==> src/core_consts.svh <==
`ifndef CORE_CONSTS_SVH
`define CORE_CONSTS_SVH

// Datapath and register file
`define CORE_DATA_W   32
`define CORE_REG_NUM  32
`define CORE_ISSUE_W  2

// Instruction word layout, op in the top bits, immediate in the low bits
`define CORE_INSTR_W  32
`define CORE_OP_W     4
`define CORE_OP_LSB   28
`define CORE_RD_LSB   23
`define CORE_RS1_LSB  18
`define CORE_RS2_LSB  13
`define CORE_IMM_W    13

// Cycles from slot 0 issue to slot 1 issue in a split pair
`define CORE_DEP_WAIT 3

`endif

==> src/core_pkg.sv <==
`include "core_consts.svh"

package core_pkg;

    // Architectural data word
    typedef logic [`CORE_DATA_W-1:0] word_t;

    // Register index
    typedef logic [$clog2(`CORE_REG_NUM)-1:0] reg_idx_t;

    // ALU operation codes as found in the op field
    typedef enum logic [`CORE_OP_W-1:0] {
        ALU_NOP  = 0,
        ALU_ADD  = 1,
        ALU_SUB  = 2,
        ALU_AND  = 3,
        ALU_OR   = 4,
        ALU_XOR  = 5,
        ALU_SLT  = 6,
        ALU_ADDI = 7
    } alu_op_e;

endpackage

==> src/reg_file.sv <==
`timescale 1ns/1ps
`include "core_consts.svh"

module reg_file import core_pkg::*; (
    input  logic     clk,
    input  logic     rst_n_i,
    // Write port 0, slot 0
    input  logic     we0_i,
    input  reg_idx_t waddr0_i,
    input  word_t    wdata0_i,
    // Write port 1, slot 1
    input  logic     we1_i,
    input  reg_idx_t waddr1_i,
    input  word_t    wdata1_i,
    // Two read ports per slot
    input  reg_idx_t raddr_i [2*`CORE_ISSUE_W],
    output word_t    rdata_o [2*`CORE_ISSUE_W]
);

    localparam int ReadPorts = 2 * `CORE_ISSUE_W;

    word_t regs [`CORE_REG_NUM];

    always_ff @(posedge clk or negedge rst_n_i) begin
        if (!rst_n_i) begin
            for (int r = 0; r < `CORE_REG_NUM; r++) begin
                regs[r] <= '0;
            end
        end else begin
            if (we0_i && (waddr0_i != '0)) begin
                regs[waddr0_i] <= wdata0_i;
            end
            // Port 1 is later in program order, so its write lands last
            if (we1_i && (waddr1_i != '0)) begin
                regs[waddr1_i] <= wdata1_i;
            end
        end
    end

    // Register zero always reads as zero
    for (genvar p = 0; p < ReadPorts; p++) begin : g_read
        assign rdata_o[p] = (raddr_i[p] == '0) ? '0 : regs[raddr_i[p]];
    end

endmodule

==> src/issue_unit.sv <==
`timescale 1ns/1ps
`include "core_consts.svh"

module issue_unit import core_pkg::*; (
    input  logic                     clk,
    input  logic                     rst_n_i,
    // Four-phase instruction pair input
    input  logic                     instr_req_i,
    input  logic [`CORE_INSTR_W-1:0] instr0_i,
    input  logic [`CORE_INSTR_W-1:0] instr1_i,
    output logic                     instr_ack_o,
    // Register file read side
    output reg_idx_t                 raddr_o [2*`CORE_ISSUE_W],
    input  word_t                    rdata_i [2*`CORE_ISSUE_W],
    // To the execution lanes
    output logic                     lane_valid_o [`CORE_ISSUE_W],
    output alu_op_e                  lane_op_o [`CORE_ISSUE_W],
    output word_t                    lane_a_o [`CORE_ISSUE_W],
    output word_t                    lane_b_o [`CORE_ISSUE_W],
    output reg_idx_t                 lane_rd_o [`CORE_ISSUE_W]
);

    typedef enum logic [1:0] {
        ST_IDLE,
        ST_WAIT_DEP,
        ST_ACKED
    } state_e;

    localparam int CntW = $clog2(`CORE_DEP_WAIT + 1);
    localparam int IdxW = $bits(reg_idx_t);

    state_e                   state;
    logic [CntW-1:0]          wait_cnt;
    logic [`CORE_INSTR_W-1:0] instr [`CORE_ISSUE_W];
    alu_op_e                  dec_op [`CORE_ISSUE_W];
    reg_idx_t                 dec_rd [`CORE_ISSUE_W];
    reg_idx_t                 dec_rs1 [`CORE_ISSUE_W];
    reg_idx_t                 dec_rs2 [`CORE_ISSUE_W];
    word_t                    dec_b [`CORE_ISSUE_W];
    logic                     dec_wr [`CORE_ISSUE_W];
    logic                     issue_mask [`CORE_ISSUE_W];
    logic                     pair_dep;

    assign instr[0] = instr0_i;
    assign instr[1] = instr1_i;

    for (genvar i = 0; i < `CORE_ISSUE_W; i++) begin : g_dec
        logic [`CORE_IMM_W-1:0] imm;

        assign dec_op[i]  = alu_op_e'(instr[i][`CORE_OP_LSB +: `CORE_OP_W]);
        assign dec_rd[i]  = instr[i][`CORE_RD_LSB +: IdxW];
        assign dec_rs1[i] = instr[i][`CORE_RS1_LSB +: IdxW];
        assign dec_rs2[i] = instr[i][`CORE_RS2_LSB +: IdxW];
        assign imm        = instr[i][`CORE_IMM_W-1:0];

        assign raddr_o[2*i]   = dec_rs1[i];
        assign raddr_o[2*i+1] = dec_rs2[i];

        // Operand b is the sign-extended immediate for ADDI
        assign dec_b[i] = (dec_op[i] == ALU_ADDI) ?
                          {{(`CORE_DATA_W-`CORE_IMM_W){imm[`CORE_IMM_W-1]}}, imm} :
                          rdata_i[2*i+1];

        // NOPs, unknown codes and writes to register zero commit nothing
        assign dec_wr[i] = (dec_op[i] inside {[ALU_ADD:ALU_ADDI]}) && (dec_rd[i] != '0);
    end

    // Slot 1 reads what slot 0 writes
    assign pair_dep = dec_wr[0] && dec_wr[1] &&
                      ((dec_rs1[1] == dec_rd[0]) ||
                       ((dec_op[1] != ALU_ADDI) && (dec_rs2[1] == dec_rd[0])));

    always_comb begin
        for (int i = 0; i < `CORE_ISSUE_W; i++) begin
            issue_mask[i] = 1'b0;
        end
        case (state)
            ST_IDLE: begin
                if (instr_req_i) begin
                    issue_mask[0] = 1'b1;
                    issue_mask[1] = !pair_dep;
                end
            end
            ST_WAIT_DEP: begin
                issue_mask[1] = (wait_cnt == '0);
            end
            default: ;
        endcase
    end

    always_ff @(posedge clk or negedge rst_n_i) begin
        if (!rst_n_i) begin
            state       <= ST_IDLE;
            wait_cnt    <= '0;
            instr_ack_o <= 1'b0;
            for (int i = 0; i < `CORE_ISSUE_W; i++) begin
                lane_valid_o[i] <= 1'b0;
            end
        end else begin
            for (int i = 0; i < `CORE_ISSUE_W; i++) begin
                lane_valid_o[i] <= issue_mask[i] && dec_wr[i];
            end
            case (state)
                ST_IDLE: begin
                    if (instr_req_i) begin
                        if (pair_dep) begin
                            // Slot 1 waits until slot 0 sits in the register file
                            state    <= ST_WAIT_DEP;
                            wait_cnt <= CntW'(`CORE_DEP_WAIT - 1);
                        end else begin
                            state       <= ST_ACKED;
                            instr_ack_o <= 1'b1;
                        end
                    end
                end
                ST_WAIT_DEP: begin
                    if (wait_cnt == '0) begin
                        state       <= ST_ACKED;
                        instr_ack_o <= 1'b1;
                    end else begin
                        wait_cnt <= wait_cnt - 1'b1;
                    end
                end
                ST_ACKED: begin
                    if (!instr_req_i) begin
                        state       <= ST_IDLE;
                        instr_ack_o <= 1'b0;
                    end
                end
                default: state <= ST_IDLE;
            endcase
        end
    end

    // Lane payload, loaded only for a slot that issues this cycle
    always_ff @(posedge clk) begin
        for (int i = 0; i < `CORE_ISSUE_W; i++) begin
            if (issue_mask[i]) begin
                lane_op_o[i] <= dec_op[i];
                lane_a_o[i]  <= rdata_i[2*i];
                lane_b_o[i]  <= dec_b[i];
                lane_rd_o[i] <= dec_rd[i];
            end
        end
    end

endmodule

==> src/alu_lane.sv <==
`timescale 1ns/1ps

module alu_lane import core_pkg::*; (
    input  logic     clk,
    input  logic     rst_n_i,
    // From issue
    input  logic     valid_i,
    input  alu_op_e  op_i,
    input  word_t    a_i,
    input  word_t    b_i,
    input  reg_idx_t rd_i,
    // To commit
    output logic     valid_o,
    output reg_idx_t rd_o,
    output word_t    result_o
);

    word_t alu_res;

    always_comb begin
        case (op_i)
            ALU_ADD,
            ALU_ADDI: alu_res = a_i + b_i;
            ALU_SUB:  alu_res = a_i - b_i;
            ALU_AND:  alu_res = a_i & b_i;
            ALU_OR:   alu_res = a_i | b_i;
            ALU_XOR:  alu_res = a_i ^ b_i;
            // Signed compare, result is 1 or 0
            ALU_SLT:  alu_res = word_t'($signed(a_i) < $signed(b_i));
            default:  alu_res = '0;
        endcase
    end

    always_ff @(posedge clk or negedge rst_n_i) begin
        if (!rst_n_i) begin
            valid_o <= 1'b0;
        end else begin
            valid_o <= valid_i;
        end
    end

    // One item in flight per lane
    always_ff @(posedge clk) begin
        if (valid_i) begin
            rd_o     <= rd_i;
            result_o <= alu_res;
        end
    end

endmodule

==> src/commit_unit.sv <==
`timescale 1ns/1ps
`include "core_consts.svh"

module commit_unit import core_pkg::*; (
    input  logic     clk,
    input  logic     rst_n_i,
    // From the lanes
    input  logic     lane_valid_i [`CORE_ISSUE_W],
    input  reg_idx_t lane_rd_i [`CORE_ISSUE_W],
    input  word_t    lane_result_i [`CORE_ISSUE_W],
    // Register file write ports
    output logic     we0_o,
    output reg_idx_t waddr0_o,
    output word_t    wdata0_o,
    output logic     we1_o,
    output reg_idx_t waddr1_o,
    output word_t    wdata1_o,
    // Writeback report
    output logic     wb0_valid_o,
    output reg_idx_t wb0_rnum_o,
    output word_t    wb0_data_o,
    output logic     wb1_valid_o,
    output reg_idx_t wb1_rnum_o,
    output word_t    wb1_data_o
);

    // Lane order is program order, port 1 wins in the register file
    assign we0_o    = lane_valid_i[0];
    assign waddr0_o = lane_rd_i[0];
    assign wdata0_o = lane_result_i[0];
    assign we1_o    = lane_valid_i[1];
    assign waddr1_o = lane_rd_i[1];
    assign wdata1_o = lane_result_i[1];

    // Report lines up with the edge that updates the register file
    always_ff @(posedge clk or negedge rst_n_i) begin
        if (!rst_n_i) begin
            wb0_valid_o <= 1'b0;
            wb1_valid_o <= 1'b0;
        end else begin
            wb0_valid_o <= we0_o;
            wb1_valid_o <= we1_o;
        end
    end

    always_ff @(posedge clk) begin
        if (we0_o) begin
            wb0_rnum_o <= waddr0_o;
            wb0_data_o <= wdata0_o;
        end
        if (we1_o) begin
            wb1_rnum_o <= waddr1_o;
            wb1_data_o <= wdata1_o;
        end
    end

endmodule

==> src/core_top.sv <==
`timescale 1ns/1ps
`include "core_consts.svh"

module core_top import core_pkg::*; (
    input  logic                     clk,
    input  logic                     rst_n_i,
    // Instruction pair handshake
    input  logic                     instr_req_i,
    input  logic [`CORE_INSTR_W-1:0] instr0_i,
    input  logic [`CORE_INSTR_W-1:0] instr1_i,
    output logic                     instr_ack_o,
    // Writeback report per slot
    output logic                     wb0_valid_o,
    output reg_idx_t                 wb0_rnum_o,
    output word_t                    wb0_data_o,
    output logic                     wb1_valid_o,
    output reg_idx_t                 wb1_rnum_o,
    output word_t                    wb1_data_o
);

    // Issue to register file
    reg_idx_t rf_raddr [2*`CORE_ISSUE_W];
    word_t    rf_rdata [2*`CORE_ISSUE_W];

    // Issue to lanes
    logic     iss_valid [`CORE_ISSUE_W];
    alu_op_e  iss_op [`CORE_ISSUE_W];
    word_t    iss_a [`CORE_ISSUE_W];
    word_t    iss_b [`CORE_ISSUE_W];
    reg_idx_t iss_rd [`CORE_ISSUE_W];

    // Lanes to commit
    logic     ex_valid [`CORE_ISSUE_W];
    reg_idx_t ex_rd [`CORE_ISSUE_W];
    word_t    ex_result [`CORE_ISSUE_W];

    // Commit to register file
    logic     rf_we0;
    reg_idx_t rf_waddr0;
    word_t    rf_wdata0;
    logic     rf_we1;
    reg_idx_t rf_waddr1;
    word_t    rf_wdata1;

    issue_unit u_issue (
        .clk          (clk),
        .rst_n_i      (rst_n_i),
        .instr_req_i  (instr_req_i),
        .instr0_i     (instr0_i),
        .instr1_i     (instr1_i),
        .instr_ack_o  (instr_ack_o),
        .raddr_o      (rf_raddr),
        .rdata_i      (rf_rdata),
        .lane_valid_o (iss_valid),
        .lane_op_o    (iss_op),
        .lane_a_o     (iss_a),
        .lane_b_o     (iss_b),
        .lane_rd_o    (iss_rd)
    );

    for (genvar i = 0; i < `CORE_ISSUE_W; i++) begin : g_lane
        alu_lane u_alu_lane (
            .clk      (clk),
            .rst_n_i  (rst_n_i),
            .valid_i  (iss_valid[i]),
            .op_i     (iss_op[i]),
            .a_i      (iss_a[i]),
            .b_i      (iss_b[i]),
            .rd_i     (iss_rd[i]),
            .valid_o  (ex_valid[i]),
            .rd_o     (ex_rd[i]),
            .result_o (ex_result[i])
        );
    end

    commit_unit u_commit (
        .clk           (clk),
        .rst_n_i       (rst_n_i),
        .lane_valid_i  (ex_valid),
        .lane_rd_i     (ex_rd),
        .lane_result_i (ex_result),
        .we0_o         (rf_we0),
        .waddr0_o      (rf_waddr0),
        .wdata0_o      (rf_wdata0),
        .we1_o         (rf_we1),
        .waddr1_o      (rf_waddr1),
        .wdata1_o      (rf_wdata1),
        .wb0_valid_o   (wb0_valid_o),
        .wb0_rnum_o    (wb0_rnum_o),
        .wb0_data_o    (wb0_data_o),
        .wb1_valid_o   (wb1_valid_o),
        .wb1_rnum_o    (wb1_rnum_o),
        .wb1_data_o    (wb1_data_o)
    );

    reg_file u_reg_file (
        .clk      (clk),
        .rst_n_i  (rst_n_i),
        .we0_i    (rf_we0),
        .waddr0_i (rf_waddr0),
        .wdata0_i (rf_wdata0),
        .we1_i    (rf_we1),
        .waddr1_i (rf_waddr1),
        .wdata1_i (rf_wdata1),
        .raddr_i  (rf_raddr),
        .rdata_o  (rf_rdata)
    );

endmodule

==> config.mk <==
export PLATFORM = sky130hd
export DESIGN_NAME = core_top
export DESIGN_NICKNAME = d
export VERILOG_FILES = /design/src/core_pkg.sv /design/src/reg_file.sv /design/src/issue_unit.sv /design/src/alu_lane.sv /design/src/commit_unit.sv /design/src/core_top.sv
export VERILOG_INCLUDE_DIRS = /design/src
export SDC_FILE = /design/constraint.sdc
export NUM_CORES = 2
export LEC_CHECK = 0
export BUFFER_PORTS_ARGS = -buffer_cell sky130_fd_sc_hd__buf_2
export CORE_UTILIZATION = 35
export CTS_CLUSTER_DIAMETER = 200
export DETAILED_ROUTE_END_ITERATION = 7
export PLACE_DENSITY = 0.47
export RECOVER_POWER = 25
export REMOVE_ABC_BUFFERS = 1
export SYNTH_ARGS = -nofsm -noshare
export SYNTH_HDL_FRONTEND = slang
export SYNTH_SLANG_ARGS = --single-unit
==> constraint.sdc <==
create_clock -name clk -period 5.2 [get_ports clk]
set_input_delay 1.04 -clock clk [delete_from_list [all_inputs] [get_ports clk]]
set_output_delay 1.04 -clock clk [all_outputs]
set_load 0.05 [all_outputs]
==> run metrics <==
Worst-Margin Slew=3.45 ns; crit path max fanout=33; final count of pins violating max slew=approximately 2500; die height=around 530 um; CTS max path bufs=3; TritonCTS clock tree=yes; Critical Path RT=5.62 ns; PortBufs=143; R2R cell count=11; Ys Warns=0; Via-to-Cell Ratio=~6.7; pre-CTS setup slack=0.132 ns; RSZ-0062 raised after global routing=no; stages on the worst setup path=7; WS Path Type=in2reg; Final Instance Count excl. Fillers=about 13000; vias=roughly 85000; clk root buf=clkbuf_16; initial antenna violation count=27; drt initial violations=12600; synthesized area=0.0990 mm^2; CP arrival=4.85 ns; placed insts=~12000; I/O pin cnt=144; final hold violation count=0; sequential fraction of the synthesis area=35.1%; clock period minus worst slack=4.42 ns; Reg area=0.0347 mm^2; Post-synth ARST share=77.9%; Critical R2R Launch=u_issue.lane_b_o[32]$_DFFE_PP_; critical path's top delay family=multiplexers; Routed WL=~500000 um; Starting Density=between 30% and 40%; first-pass GRT wire length=684000 um; dominant cells by area after synthesis=dfrtp_1, mux4_2, mux2i_1; H-tree depth=4; worst-skew pair later-pin latency=between 0.8 and 0.9 ns; hold buffer count at cts=0; Synth top area share=26.2%; Setup crit start=instr1_i[13]; DRC=0; FP Rows=194; Fmax=226 MHz; most common library cells after synthesis=mux2i_1, dfrtp_1, mux4_2; post-route total power=37.8 mW; Final period util=85.0%; Pre-Repair DR Iteration Count=8; RePlAce Congestion=between 0.9 and 1; number of enable flip-flop cells after synthesis=294; nets@finish=9079; Clock Sinks=1329; Max-cap violations=67; Rel. slew slack=-130%; most frequent cell after synthesis=mux2i_1; PnR worst setup slack=a little under 0.8 ns; Final Skew=0.0316 ns; HP Class=in2async; leak pwr=around 46 nW; Tot GR Track Use=roughly a third; full die area=approximately 0.29 mm^2; status=finished, violations left; Die Wd=534 um; Yosys cell types=86; Final HPWL DP=320000 um; vias in the first global route=79900; crit end category=register; Routed Antenna Nets=0; Inserted Clock Buffers=167; DR WL/cell=between 30 and 40 um; core region area=0.280 mm^2; synthesized flop and latch total=1329; Finish-stage setup viols=0; VDD IR max=0.403 mV; failing checks=max-capacitance violations, max-slew violations; hold_ws=0.131 ns; post_cts resized=0; commonest register cell after synthesis=dfrtp_1; setup bufs post-CTS=0; Fillers=between 20000 and 30000; peak per-stage delay on the critical path=0.87 ns; clk slew on worst S/H paths=roughly 0.05 ns; Area Overhead vs Synth=11.5%; layout cells sized above 1=a little over a fifth; Gate Count Post-Synth=9110; CP max stage cell=mux2i_1; pin count of the biggest net entering global routing=roughly 130; Power per Cell Area=342 mW/mm^2; CP Launch Type=input port; setup TNS=0 ns; worst path buffer plus inverter count=3; dominant cell type by area after synthesis=dfrtp_1; critical path, cell by cell=buf_8 -> buf_12 -> buf_12 -> mux4_2 -> mux4_2 -> mux2i_1 -> o21ai_0; footprint of the multi-input gates=roughly 0.060 mm^2; Avg Inst Size Synth=between 10 and 15 um^2; grt total ovfl=0
==> worst paths after layout <==
check,end,slack [ns]
hold / removal,u_commit.wb1_valid_o$_DFF_PN0_,0.13
setup / recovery,u_issue.lane_b_o[3]$_DFFE_PP_,0.78
min in group clk,u_issue.instr_ack_o$_DFFE_PN0P_,0.41
max in group asynchronous,u_reg_file.regs[138]$_DFF_PN0_,1.51
setup reg to reg,g_lane[0].u_alu_lane.result_o[28]$_DFFE_PP_,0.98
hold reg to reg,g_lane[0].u_alu_lane.rd_o[4]$_DFFE_PP_,0.42
==> final cells by class <==
cell class | instances | area share (%)
tap | 3724 | 4.22
timing repair buffer | 527 | 3.93
clock buffer | 230 | 4.25
antenna | 17 | 0.0385
multi-input combinational | 6590 | 54.6
clock inverter | 84 | 0.887
sequential | 1329 | 31.4
inverter | 191 | 0.649
==> state kept, by name, indices dropped and copies added, names as in the netlist, 8 cells and up <==
register,count
g_lane.u_alu_lane.rd_o,10
u_issue.lane_b_o,64
u_commit.wb0_data_o,32
u_issue.lane_op_o,8
u_reg_file.regs,1024
g_lane.u_alu_lane.result_o,64
u_commit.wb1_data_o,32
u_issue.lane_rd_o,10
u_issue.lane_a_o,64
==> per-layer routing <==
layer  GRT usage (%)  routed length (um)
met4            18.9               32300
met3            10.3               60100
met2            49.7              211000
met1            46.3              198000
met5               0                 101
==> power breakdown <==
part | internal [mW] | switching, mW
sequential | 12.5 | 2.20
clock | 7.15 | 5.31
combinational | 4.95 | 5.73
total | 24.5 | 13.2
==> cells in the final DEF, fill, tap and decap left out, drive strengths merged, types with 200 or more instances in the layout <==
master,synthesis,routed
dfrtp,1035,1035
a21oi,849,849
nor2,847,847
buf,248,434
ha,202,202
inv,191,200
mux2i,1232,1232
mux4,1031,1031
nand2,661,661
clkbuf,752,323
o21ai,716,716
edfxtp,294,294
==> cell families after synthesis <==
group	synth area share, %
adders and majority gates	2.63
buffers and inverters	4.61
and+or+nand+nor	7.64
xor gates and xnor gates	0.124
AOI/OAI and AO/OA	13.0
muxes	37.0
DFF	35.1
==> through the flow <==
stage / util (%) / area [um^2]
after floorplan: - / 95200
after global placement: 37.5 / 105000
after detailed placement: 37.5 / 105000
after CTS: 39.5 / 111000
after global routing: 39.4 / 110000
final: 39.4 / 110000
Note: power is estimated with default switching activity, not from simulation.
